**src/hw/ising_pkg.sv**
```systemverilog
// shared widths, APB map and defaults; a J row (num_spin_p * bit_j_p) must fit in 32 bits
package ising_pkg;

    ////////////////////
    // default sizes
    ////////////////////
    parameter int NUM_SPIN   = 8;   // spins in the problem
    parameter int BIT_J      = 4;   // signed coupling width
    parameter int BIT_H      = 8;   // signed bias width
    parameter int FLIP_DEPTH = 16;  // flip list entries

    parameter int APB_ADDR_W = 12;
    parameter int APB_DATA_W = 32;

    typedef logic [APB_ADDR_W-1:0] apb_addr_t;  // byte address
    typedef logic [APB_DATA_W-1:0] apb_data_t;

    ////////////////////
    // register map
    ////////////////////
    parameter apb_addr_t CTRL_OFS      = 12'h000;  // bit0 start, bit1 clear done
    parameter apb_addr_t STATUS_OFS    = 12'h004;  // bit0 busy, bit1 done
    parameter apb_addr_t FLIP_CNT_OFS  = 12'h008;
    parameter apb_addr_t SPIN_INIT_OFS = 12'h00C;
    parameter apb_addr_t SPIN_RES_OFS  = 12'h010;  // live spin vector

    // memory regions, one 32-bit word per entry
    parameter apb_addr_t H_BASE    = 12'h080;
    parameter apb_addr_t J_BASE    = 12'h100;
    parameter apb_addr_t FLIP_BASE = 12'h200;

endpackage

```
**src/hw/ising_coupling_mem.sv**
```systemverilog
// flop storage, combinational reads; host indices are expected in range when strobed
`timescale 1ns/1ps

module ising_coupling_mem #(
    parameter int num_spin_p   = ising_pkg::NUM_SPIN,
    parameter int bit_j_p      = ising_pkg::BIT_J,
    parameter int bit_h_p      = ising_pkg::BIT_H,
    parameter int flip_depth_p = ising_pkg::FLIP_DEPTH,
    localparam int idx_w = $clog2(num_spin_p),
    localparam int ptr_w = $clog2(flip_depth_p),
    localparam int rd_w  = (idx_w > ptr_w) ? idx_w : ptr_w,
    localparam int row_w = num_spin_p * bit_j_p
) (
    input  logic                 clk_i,
    input  logic                 rst_i,
    input  logic                 j_we_i,
    input  logic                 h_we_i,
    input  logic [rd_w-1:0]      wr_idx_i,
    input  ising_pkg::apb_data_t wr_data_i,
    input  logic                 compute_sel_i,
    input  logic [rd_w-1:0]      rd_idx_i,
    input  logic [idx_w-1:0]     eng_idx_i,
    output logic [row_w-1:0]     j_row_o,
    output logic [bit_h_p-1:0]   h_val_o
);
    logic [row_w-1:0]   j_mem [num_spin_p];  // row i holds J_ij at bit j*bit_j_p
    logic [bit_h_p-1:0] h_mem [num_spin_p];
    logic [rd_w-1:0]    sel_idx;

    always_ff @(posedge clk_i) begin
        if (rst_i) begin
            for (int i = 0; i < num_spin_p; i++) begin
                j_mem[i] <= '0;
                h_mem[i] <= '0;
            end
        end else begin
            if (j_we_i) j_mem[wr_idx_i[idx_w-1:0]] <= wr_data_i[row_w-1:0];
            if (h_we_i) h_mem[wr_idx_i[idx_w-1:0]] <= wr_data_i[bit_h_p-1:0];
        end
    end

    // load mode serves host readback, compute mode serves the engine
    always_comb begin
        case (compute_sel_i)
            1'b0:    sel_idx = rd_idx_i;
            default: sel_idx = rd_w'(eng_idx_i);
        endcase
    end

    always_comb begin
        j_row_o = '0;
        h_val_o = '0;
        if (int'(sel_idx) < num_spin_p) begin
            j_row_o = j_mem[sel_idx[idx_w-1:0]];
            h_val_o = h_mem[sel_idx[idx_w-1:0]];
        end
    end

endmodule

```
**src/hw/ising_flip_mem.sv**
```systemverilog
// one write port, two combinational read ports; entries hold spin indices only
`timescale 1ns/1ps

module ising_flip_mem #(
    parameter int num_spin_p   = ising_pkg::NUM_SPIN,
    parameter int flip_depth_p = ising_pkg::FLIP_DEPTH,
    localparam int idx_w = $clog2(num_spin_p),
    localparam int ptr_w = $clog2(flip_depth_p),
    localparam int rd_w  = (idx_w > ptr_w) ? idx_w : ptr_w
) (
    input  logic                 clk_i,
    input  logic                 rst_i,
    input  logic                 flip_we_i,
    input  logic [rd_w-1:0]      flip_wr_idx_i,
    input  ising_pkg::apb_data_t flip_wr_data_i,
    input  logic [ptr_w-1:0]     flip_ptr_i,
    output logic [idx_w-1:0]     flip_idx_o,
    input  logic [rd_w-1:0]      rd_idx_i,
    output logic [idx_w-1:0]     flip_idx_rd_o
);
    logic [idx_w-1:0] flip_mem [flip_depth_p];

    always_ff @(posedge clk_i) begin
        if (rst_i) begin
            for (int i = 0; i < flip_depth_p; i++) begin
                flip_mem[i] <= '0;
            end
        end else if (flip_we_i) begin
            flip_mem[flip_wr_idx_i[ptr_w-1:0]] <= flip_wr_data_i[idx_w-1:0];
        end
    end

    assign flip_idx_o = flip_mem[flip_ptr_i];  // engine port

    // host readback, out-of-range reads give 0
    assign flip_idx_rd_o = (int'(rd_idx_i) < flip_depth_p) ? flip_mem[rd_idx_i[ptr_w-1:0]]
                                                           : '0;

endmodule

```
**src/hw/ising_spin_engine.sv**
```systemverilog
// sequential single-spin update, two cycles per flip; flip_cnt_i must stay stable while busy
`timescale 1ns/1ps

module ising_spin_engine #(
    parameter int num_spin_p   = ising_pkg::NUM_SPIN,
    parameter int bit_j_p      = ising_pkg::BIT_J,
    parameter int bit_h_p      = ising_pkg::BIT_H,
    parameter int flip_depth_p = ising_pkg::FLIP_DEPTH,
    localparam int idx_w = $clog2(num_spin_p),
    localparam int ptr_w = $clog2(flip_depth_p),
    localparam int cnt_w = $clog2(flip_depth_p + 1)
) (
    input  logic                          clk_i,
    input  logic                          rst_i,
    input  logic                          start_i,
    input  logic [cnt_w-1:0]              flip_cnt_i,
    input  logic [num_spin_p-1:0]         spin_init_i,
    input  logic [idx_w-1:0]              flip_idx_i,
    input  logic [num_spin_p*bit_j_p-1:0] j_row_i,
    input  logic [bit_h_p-1:0]            h_val_i,
    output logic [ptr_w-1:0]              flip_ptr_o,
    output logic [idx_w-1:0]              eng_idx_o,
    output logic                          compute_sel_o,
    output logic                          busy_o,
    output logic                          done_pulse_o,
    output logic [num_spin_p-1:0]         spin_vec_o
);
    // enough headroom for num_spin_p couplings plus the bias
    localparam int sum_w = bit_j_p + idx_w + 1;
    localparam int fw    = ((sum_w > bit_h_p) ? sum_w : bit_h_p) + 1;

    typedef enum logic [1:0] {
        IDLE,
        FETCH,
        UPDATE
    } state_e;

    state_e                state_q;
    logic [cnt_w-1:0]      step_q;
    logic [idx_w-1:0]      cur_idx_q;
    logic [num_spin_p-1:0] spin_q;
    logic signed [fw-1:0]  field;
    logic                  last;

    assign last          = step_q == flip_cnt_i;
    assign busy_o        = state_q != IDLE;
    assign compute_sel_o = busy_o;
    assign done_pulse_o  = (state_q == FETCH) && last;
    assign flip_ptr_o    = step_q[ptr_w-1:0];
    assign eng_idx_o     = cur_idx_q;
    assign spin_vec_o    = spin_q;

    ////////////////////
    // local field
    ////////////////////
    // h_i + sum over j != i of +-J_ij, sign taken from s_j
    always_comb begin : field_calc
        logic signed [bit_j_p-1:0] j_c;
        field = $signed(h_val_i);
        for (int j = 0; j < num_spin_p; j++) begin
            j_c = $signed(j_row_i[j*bit_j_p +: bit_j_p]);
            if (idx_w'(j) != cur_idx_q) begin
                if (spin_q[j]) field = field + j_c;
                else           field = field - j_c;
            end
        end
    end

    ////////////////////
    // control
    ////////////////////
    always_ff @(posedge clk_i) begin
        if (rst_i) begin
            state_q   <= IDLE;
            step_q    <= '0;
            cur_idx_q <= '0;
            spin_q    <= '0;
        end else begin
            case (state_q)
                IDLE: begin
                    if (start_i) begin
                        spin_q  <= spin_init_i;
                        step_q  <= '0;
                        state_q <= FETCH;
                    end
                end
                FETCH: begin
                    if (last) begin
                        state_q <= IDLE;  // done_pulse_o is high in this cycle
                    end else begin
                        cur_idx_q <= flip_idx_i;
                        state_q   <= UPDATE;
                    end
                end
                UPDATE: begin
                    spin_q[cur_idx_q] <= ~field[fw-1];  // field >= 0 gives 1
                    step_q            <= step_q + 1'b1;
                    state_q           <= FETCH;
                end
                default: state_q <= IDLE;
            endcase
        end
    end

    a_idx_range: assert property (@(posedge clk_i) disable iff (rst_i)
        state_q == UPDATE |-> int'(cur_idx_q) < num_spin_p);

    a_done_exit: assert property (@(posedge clk_i) disable iff (rst_i)
        done_pulse_o |-> busy_o ##1 !busy_o);

endmodule

```
**src/hw/ising_apb_regs.sv**
```systemverilog
// word accesses only (paddr_i[1:0] ignored); no wait states; num_spin_p must not exceed 32
`timescale 1ns/1ps

module ising_apb_regs #(
    parameter int num_spin_p   = ising_pkg::NUM_SPIN,
    parameter int bit_j_p      = ising_pkg::BIT_J,
    parameter int bit_h_p      = ising_pkg::BIT_H,
    parameter int flip_depth_p = ising_pkg::FLIP_DEPTH,
    localparam int idx_w = $clog2(num_spin_p),
    localparam int ptr_w = $clog2(flip_depth_p),
    localparam int cnt_w = $clog2(flip_depth_p + 1),
    localparam int rd_w  = (idx_w > ptr_w) ? idx_w : ptr_w
) (
    input  logic                         clk_i,
    input  logic                         rst_i,
    input  ising_pkg::apb_addr_t         paddr_i,
    input  logic                         psel_i,
    input  logic                         penable_i,
    input  logic                         pwrite_i,
    input  ising_pkg::apb_data_t         pwdata_i,
    output ising_pkg::apb_data_t         prdata_o,
    output logic                         pready_o,
    output logic                         pslverr_o,
    input  logic                         busy_i,
    input  logic                         done_pulse_i,
    input  logic [num_spin_p-1:0]        spin_vec_i,
    input  logic [num_spin_p*bit_j_p-1:0] j_row_i,
    input  logic [bit_h_p-1:0]           h_val_i,
    input  logic [idx_w-1:0]             flip_idx_rd_i,
    output logic                         start_o,
    output logic [cnt_w-1:0]             flip_cnt_o,
    output logic [num_spin_p-1:0]        spin_init_o,
    output logic                         j_we_o,
    output logic                         h_we_o,
    output logic                         flip_we_o,
    output logic [rd_w-1:0]              wr_idx_o,
    output ising_pkg::apb_data_t         wr_data_o,
    output logic [rd_w-1:0]              rd_idx_o,
    output logic                         irq_o
);
    import ising_pkg::*;

    logic      access, wr_ok, err, reg_hit, done_q;
    logic      h_hit, j_hit, flip_hit, mem_hit, busy_err, cnt_err;
    apb_addr_t h_ofs, j_ofs, f_ofs, ofs;
    apb_data_t reg_rdata;

    assign access = psel_i & penable_i;

    ////////////////////
    // region decode
    ////////////////////
    // addresses below a base wrap to a large offset and miss
    assign h_ofs    = (paddr_i - H_BASE) >> 2;
    assign j_ofs    = (paddr_i - J_BASE) >> 2;
    assign f_ofs    = (paddr_i - FLIP_BASE) >> 2;
    assign h_hit    = h_ofs < apb_addr_t'(num_spin_p);
    assign j_hit    = j_ofs < apb_addr_t'(num_spin_p);
    assign flip_hit = f_ofs < apb_addr_t'(flip_depth_p);
    assign mem_hit  = h_hit | j_hit | flip_hit;
    assign ofs      = flip_hit ? f_ofs : (h_hit ? h_ofs : j_ofs);

    always_comb begin
        reg_hit   = 1'b1;
        reg_rdata = '0;
        case (paddr_i)
            CTRL_OFS:      reg_rdata = '0;  // start and clear are self-clearing
            STATUS_OFS:    reg_rdata = apb_data_t'({done_q, busy_i});
            FLIP_CNT_OFS:  reg_rdata = apb_data_t'(flip_cnt_o);
            SPIN_INIT_OFS: reg_rdata = apb_data_t'(spin_init_o);
            SPIN_RES_OFS:  reg_rdata = apb_data_t'(spin_vec_i);
            default:       reg_hit = 1'b0;
        endcase
    end

    // error rules
    assign busy_err = pwrite_i & busy_i
                    & (mem_hit | paddr_i == FLIP_CNT_OFS | paddr_i == SPIN_INIT_OFS);
    assign cnt_err  = pwrite_i & (paddr_i == FLIP_CNT_OFS)
                    & (pwdata_i > apb_data_t'(flip_depth_p));
    assign err      = ~(reg_hit | mem_hit) | busy_err | cnt_err;

    assign wr_ok     = access & pwrite_i & ~err;
    assign pready_o  = 1'b1;
    assign pslverr_o = access & err;

    ////////////////////
    // writes
    ////////////////////
    assign j_we_o    = wr_ok & j_hit;
    assign h_we_o    = wr_ok & h_hit;
    assign flip_we_o = wr_ok & flip_hit;
    assign wr_idx_o  = ofs[rd_w-1:0];
    assign rd_idx_o  = ofs[rd_w-1:0];
    assign wr_data_o = pwdata_i;
    assign start_o   = wr_ok & (paddr_i == CTRL_OFS) & pwdata_i[0] & ~busy_i;
    assign irq_o     = done_q;

    always_ff @(posedge clk_i) begin
        if (rst_i) begin
            flip_cnt_o  <= '0;
            spin_init_o <= '0;
            done_q      <= 1'b0;
        end else begin
            if (wr_ok && paddr_i == FLIP_CNT_OFS) flip_cnt_o <= pwdata_i[cnt_w-1:0];
            if (wr_ok && paddr_i == SPIN_INIT_OFS) spin_init_o <= pwdata_i[num_spin_p-1:0];
            if (done_pulse_i) begin
                done_q <= 1'b1;
            end else if (start_o || (wr_ok && paddr_i == CTRL_OFS && pwdata_i[1])) begin
                done_q <= 1'b0;  // a new run also drops the old done
            end
        end
    end

    // readback, zero outside a read access
    always_comb begin
        prdata_o = '0;
        if (access && !pwrite_i) begin
            if (reg_hit)       prdata_o = reg_rdata;
            else if (h_hit)    prdata_o = apb_data_t'($signed(h_val_i));
            else if (j_hit)    prdata_o = apb_data_t'(j_row_i);
            else if (flip_hit) prdata_o = apb_data_t'(flip_idx_rd_i);
        end
    end

    // the engine must take an accepted start in the next cycle
    a_start_busy: assert property (@(posedge clk_i) disable iff (rst_i)
        start_o |=> busy_i);

endmodule

```
**src/hw/ising_core_top.sv**
```systemverilog
// num_spin_p and flip_depth_p must be at least 2, num_spin_p at most 32, J row at most 32 bits
`timescale 1ns/1ps

module ising_core_top #(
    parameter int num_spin_p   = ising_pkg::NUM_SPIN,
    parameter int bit_j_p      = ising_pkg::BIT_J,
    parameter int bit_h_p      = ising_pkg::BIT_H,
    parameter int flip_depth_p = ising_pkg::FLIP_DEPTH
) (
    input  logic                 clk_i,
    input  logic                 rst_i,
    input  ising_pkg::apb_addr_t paddr_i,
    input  logic                 psel_i,
    input  logic                 penable_i,
    input  logic                 pwrite_i,
    input  ising_pkg::apb_data_t pwdata_i,
    output ising_pkg::apb_data_t prdata_o,
    output logic                 pready_o,
    output logic                 pslverr_o,
    output logic                 irq_o
);
    import ising_pkg::*;

    localparam int idx_w = $clog2(num_spin_p);
    localparam int ptr_w = $clog2(flip_depth_p);
    localparam int cnt_w = $clog2(flip_depth_p + 1);
    localparam int rd_w  = (idx_w > ptr_w) ? idx_w : ptr_w;
    localparam int row_w = num_spin_p * bit_j_p;

    // host side
    logic              j_we;
    logic              h_we;
    logic              flip_we;
    logic [rd_w-1:0]   wr_idx;
    logic [rd_w-1:0]   rd_idx;
    apb_data_t         wr_data;
    logic [row_w-1:0]  j_row;
    logic [bit_h_p-1:0] h_val;
    logic [idx_w-1:0]  flip_idx_rd;

    // engine side
    logic                  start;
    logic                  busy;
    logic                  done_pulse;
    logic                  compute_sel;
    logic [cnt_w-1:0]      flip_cnt;
    logic [num_spin_p-1:0] spin_init;
    logic [num_spin_p-1:0] spin_vec;
    logic [idx_w-1:0]      eng_idx;
    logic [ptr_w-1:0]      flip_ptr;
    logic [idx_w-1:0]      flip_idx;

    ising_apb_regs #(
        .num_spin_p   (num_spin_p  ),
        .bit_j_p      (bit_j_p     ),
        .bit_h_p      (bit_h_p     ),
        .flip_depth_p (flip_depth_p)
    ) i_regs (
        .clk_i, .rst_i,
        .paddr_i, .psel_i, .penable_i, .pwrite_i, .pwdata_i,
        .prdata_o, .pready_o, .pslverr_o,
        .busy_i        (busy       ),
        .done_pulse_i  (done_pulse ),
        .spin_vec_i    (spin_vec   ),
        .j_row_i       (j_row      ),
        .h_val_i       (h_val      ),
        .flip_idx_rd_i (flip_idx_rd),
        .start_o       (start      ),
        .flip_cnt_o    (flip_cnt   ),
        .spin_init_o   (spin_init  ),
        .j_we_o        (j_we       ),
        .h_we_o        (h_we       ),
        .flip_we_o     (flip_we    ),
        .wr_idx_o      (wr_idx     ),
        .wr_data_o     (wr_data    ),
        .rd_idx_o      (rd_idx     ),
        .irq_o
    );

    ising_coupling_mem #(
        .num_spin_p   (num_spin_p  ),
        .bit_j_p      (bit_j_p     ),
        .bit_h_p      (bit_h_p     ),
        .flip_depth_p (flip_depth_p)
    ) i_coupling_mem (
        .clk_i, .rst_i,
        .j_we_i        (j_we       ),
        .h_we_i        (h_we       ),
        .wr_idx_i      (wr_idx     ),
        .wr_data_i     (wr_data    ),
        .compute_sel_i (compute_sel),  // high while the engine runs
        .rd_idx_i      (rd_idx     ),
        .eng_idx_i     (eng_idx    ),
        .j_row_o       (j_row      ),
        .h_val_o       (h_val      )
    );

    ising_flip_mem #(
        .num_spin_p   (num_spin_p  ),
        .flip_depth_p (flip_depth_p)
    ) i_flip_mem (
        .clk_i, .rst_i,
        .flip_we_i      (flip_we    ),
        .flip_wr_idx_i  (wr_idx     ),
        .flip_wr_data_i (wr_data    ),
        .flip_ptr_i     (flip_ptr   ),
        .flip_idx_o     (flip_idx   ),
        .rd_idx_i       (rd_idx     ),
        .flip_idx_rd_o  (flip_idx_rd)
    );

    ising_spin_engine #(
        .num_spin_p   (num_spin_p  ),
        .bit_j_p      (bit_j_p     ),
        .bit_h_p      (bit_h_p     ),
        .flip_depth_p (flip_depth_p)
    ) i_engine (
        .clk_i, .rst_i,
        .start_i       (start      ),
        .flip_cnt_i    (flip_cnt   ),
        .spin_init_i   (spin_init  ),
        .flip_idx_i    (flip_idx   ),
        .j_row_i       (j_row      ),
        .h_val_i       (h_val      ),
        .flip_ptr_o    (flip_ptr   ),
        .eng_idx_o     (eng_idx    ),
        .compute_sel_o (compute_sel),
        .busy_o        (busy       ),
        .done_pulse_o  (done_pulse ),
        .spin_vec_o    (spin_vec   )
    );

endmodule

```
**config.mk**
```make
export PLATFORM = sky130hd
export DESIGN_NAME = ising_core_top
export DESIGN_NICKNAME = d
export VERILOG_FILES = /design/src/hw/ising_pkg.sv /design/src/hw/ising_coupling_mem.sv /design/src/hw/ising_flip_mem.sv /design/src/hw/ising_spin_engine.sv /design/src/hw/ising_apb_regs.sv /design/src/hw/ising_core_top.sv
export SDC_FILE = /design/constraint.sdc
export NUM_CORES = 1
export LEC_CHECK = 0
export BUFFER_PORTS_ARGS = -buffer_cell sky130_fd_sc_hd__buf_4
export CAP_MARGIN = 40
export CORE_UTILIZATION = 30
export CTS_BUF_LIST = sky130_fd_sc_hd__clkbuf_16
export DETAILED_ROUTE_END_ITERATION = 10
export GPL_TIMING_DRIVEN = 0
export PLACE_DENSITY = 0.53
export SLEW_MARGIN = 20
export SYNTH_ARGS = -nofsm -noshare
export SYNTH_HDL_FRONTEND = slang
export SYNTH_SLANG_ARGS = --single-unit
```
**constraint.sdc**
```tcl
create_clock -name clk_i -period 10.33 [get_ports clk_i]
set_clock_uncertainty 0.05 [all_clocks]
set_input_delay 0 -clock clk_i [delete_from_list [all_inputs] [get_ports clk_i]]
set_output_delay 0 -clock clk_i [all_outputs]
set_load 0.005 [all_outputs]
```
==> results.md <==
- Synth top cells by count: edfxtp_1, and2_1, nand2_1
- Startpoint class of the critical path: register
- Cell accounting for the most synthesized area: edfxtp_1
- Number of distinct library cells after synthesis: 72
- Skew-Pair Late Insertion Delay: just under 0.6 ns
- TritonCTS clock tree: yes
- Share of the core filled with cells in the final layout: 0.3806
- Net count reported at finish: approximately 2500
- Slowest Stage Delay on Critical Path: between 0.5 and 0.6 ns
- Warnings, synthesis: 0
- Number of sinks on the clock net: 400
- Clock root buffer master: clkbuf_16
- RSZ-0062 raised after global routing: true
- Cells taking the most area after synthesis: edfxtp_1, mux4_2, and2_1, ha_1, nand2_1
- Die height: 282.2 um
- Top fanout value on the critical path: 7
- Cell Rows: just over 100
- Relative slew margins: 0.3384
- Max frequency: 0.09373 GHz
- Buffers added on ports: slightly below 80
- Inserted Diodes: 0
- Worst setup slack for register-to-register paths: -0.34 ns
- Largest net degree at the start of global routing: 22
- Final worst slack: -0.3388 ns
- Least-Margin Pin Slew: ~0.99 ns
- Clock buffers created by TritonCTS: between 40 and 50
- Reg-to-reg critical path startpoint: i_engine.state_q[1]
- Fraction of registers with async set/reset: 0
- Number of cell instances on the worst register-to-register path: 47
- Highest ir drop seen on vdd: between 0.0005 and 0.0006 V
- Register bit count reported by yosys: 400
- Via-per-instance ratio: 5.168
- Placeable core area: between 70000 and 80000 um2
- DRC errors left: 0
- Worst Hold Endpoint: i_regs.irq_o
- Post-synth design cell area: 23550 um2
- WL met1: approximately 34000 um
- Layout overhead on the synthesized area: 25.40%
- Final std cell area, no fill: slightly below 30000 um2
- Run status: finished, violations left
- Starting utilization of the core area: 0.3035
- Max cap viols: 0
- Worst-case setup slack after placement: -2.740 ns
- Area share of the leading cell type in the synthesized netlist: 0.4693
- Routability congestion estimate from global placement: 0.9507
- Final HPWL DP: between 50000 and 60000 um
- Die Span X: approximately 280 um
- Cell at the slowest stage of the critical path: fa_2
- Syn_area_per_cell: 11.49 um2
- Hold-critical path depth: 5
- Dominant register cell in the synthesized netlist: edfxtp_1
- Total grt overflow: 0
- Detailed-routed wire length on met3: about 4700 um
- Final hold violation count: 0
- Number of violations reported at the end of detailed-routing iteration 0: between 1500 and 2000
- Period Utilization, post-route: 1.033
- Period minus WS final: roughly 11 ns
- Die outline area: 79620 um2
- Number of nets in the synthesized netlist: around 2200
- Total via count after detailed routing: between 15000 and 20000
- Data required time of the critical path: around 11 ns
- Final routed wirelength across all metal layers: 78590 um
- H-tree Lvls: 2
- Crit Path Category: reg2reg
- Gr usage total: 0.1946
- Max-slew violation count: 0
- Path type of the worst min-delay path: in2reg
- Filler cell count: around 7600
- Total area of multi-input combinational cells: about 12000 um2
- Pwr dens: approximately 330 nW/um2
- Vias in the first global route: ~17000
- Top metal layer carrying routed signals: met4
- Cell with the most instances after synthesis: edfxtp_1
- Length of routed met2 wiring: ~38000 um
- Pleak: about 12 nW
- Cells after synthesis: 2049
- Initial antenna violation count: 0
- Sequential fraction of the synthesis area: 0.4965
- Kind of end point of the critical path: register
- Post-DP Area: between 20000 and 30000 um2
- Clock-pin slew reported for the worst setup and hold paths after clock tree synthesis: 0.06 ns
- Violated checks: negative setup slack
- Final setup violation count: 8
- Number of flops mapped to enable cells by yosys: between 300 and 400
- First-pass GRT wire length: 113800 um
- CP arrival: about 11 ns
- Router iterations before antenna repair: 6
- Hold path startpoint: paddr_i[4]
- Flip-flop and latch area: between 10000 and 15000 um2
- Count of antenna-violating nets left after detailed routing: 0
- Reg2reg end: i_engine.spin_vec_o[0]
- Number of primary I/O pins: 84
- Most Frequent Cell on Critical Path: fa_2
- DR WL/cell: between 20 and 25 um
- Proportion of layout cells with a drive suffix above 1: 0.2484
- Maximum clock path buffer count: 3
==> sequential cells by signal (all words and copies together) (netlist names) <==
signal and count:
i_regs.spin_init_o 8, i_engine.eng_idx_o 3, i_flip_mem.flip_mem 48, i_coupling_mem.h_mem 64
i_regs.flip_cnt_o 5, i_regs.irq_o 1, i_coupling_mem.j_mem 256, i_engine.spin_vec_o 8
i_engine.state_q 2, i_engine.step_q 5
==> power by group <==
| part | total (W) | switching (W) | internal, W |
|---|---|---|---|
| Clock | 0.00163 | 0.000658 | 0.000971 |
| Sequential | 0.00181 | 0.0000108 | 0.00180 |
| Combinational | 0.00638 | 0.00312 | 0.00325 |
==> cell type report <==
type,count,area share
Multi-Input combinational cell,1450,0.4091
Sequential cell,400,0.3962
Timing Repair Buffer,214,0.06419
Tap cell,1040,0.04407
Clock buffer,44,0.03729
Buffer,129,0.02813
Clock inverter,33,0.01225
Inverter,69,0.008856
==> cells by family (layout without fill, tap and decap cells) <==
family / after synthesis / in the layout / share of synthesized area
and+or+nand+nor: 811 / 811 / 0.1779
muxes: 176 / 176 / 0.1281
other: 1 / 1 / 0.0001592
DFF: 400 / 400 / 0.4965
buffers and inverters: 199 / 489 / 0.03475
xor gates and xnor gates: 69 / 69 / 0.02720
AOI/OAI and AO/OA: 296 / 296 / 0.08166
adders and majority gates: 97 / 97 / 0.05377
==> worst max path at each step <==
stage | start | end | slack (ns) | cells after the start
2_1_floorplan | i_engine.state_q[0] | i_engine.spin_vec_o[4] | 0.008 | 48
3_3_place_gp | i_engine.state_q[0] | i_engine.spin_vec_o[0] | -2.63 | 52
3_5_place_dp | i_engine.state_q[0] | i_engine.spin_vec_o[0] | -2.74 | 52
4_1_cts | i_engine.state_q[0] | i_engine.spin_vec_o[4] | -0.23 | 55
5_1_grt | i_engine.state_q[1] | i_engine.spin_vec_o[0] | -0.76 | 49
6_report | i_engine.state_q[1] | i_engine.spin_vec_o[0] | -0.34 | 47
==> what timing repair did <==
action                                 CTS  global route
pin swaps                               61            90
resized for setup                      166            96
endpoints found under the hold margin  224             0
gates cloned                             0             1
setup buffers                           49            27
setup endpoints to repair                8             8
hold buffers                            32             0
==> worst max-delay path, delay by kind of cell, from the launching register on <==
| kind | cells | cell delay, ns |
|---|---|---|
| adder cells (fa/ha/maj) | 9 | 3.55 |
| multiplexers | 6 | 1.77 |
| flip-flops | 1 | 0.37 |
| AND/OR/NAND/NOR | 11 | 1.95 |
| XOR/XNOR | 3 | 0.43 |
| AO/OA/AOI/OAI | 12 | 1.79 |
| buffers and inverters | 6 | 0.67 |
==> stage by stage <==
stage	std cells	power [W]	hold slack, ns	setup TNS [ns]
global route	3379	0.01031	0.06567	-5.235
detailed placement	3188	0.005565	0.2960	-21.09
floorplan	2049	0.004681	0.05014	0
CTS	3346	0.008479	0.01040	-1.458
finish	3379	0.009814	0.04533	-2.269
global placement	3167	0.005465	0.2932	-20.16
==> layout by cell type, fill, tap and decap left out, types with 23 or more instances in the layout <==
cell / netlist / final
edfxtp_1: 368 / 368
o21ai_0: 56 / 37
a21o_1: 25 / 25
clkbuf_16: 0 / 48
inv_1: 69 / 71
nor2_1: 148 / 145
nand3_1: 27 / 23
ha_4: 0 / 30
ha_1: 90 / 59
mux4_2: 96 / 96
dfxtp_1: 32 / 30
clkbuf_1: 101 / 86
nand2_1: 198 / 188
buf_4: 2 / 154
xnor2_1: 44 / 29
mux2i_1: 48 / 46
dlygate4sd3_1: 0 / 32
mux2_2: 30 / 23
and2_1: 325 / 325
a21oi_1: 112 / 83
==> routing by layer <==
layer / up-vias / GRT usage
met2: 577 / 0.3227
met3: 112 / 0.02759
met1: 8840 / 0.2615
li1: 7932 / -
met5: - / 0
met4: 0 / 0.06182
Power figures use the tool's default switching activity.
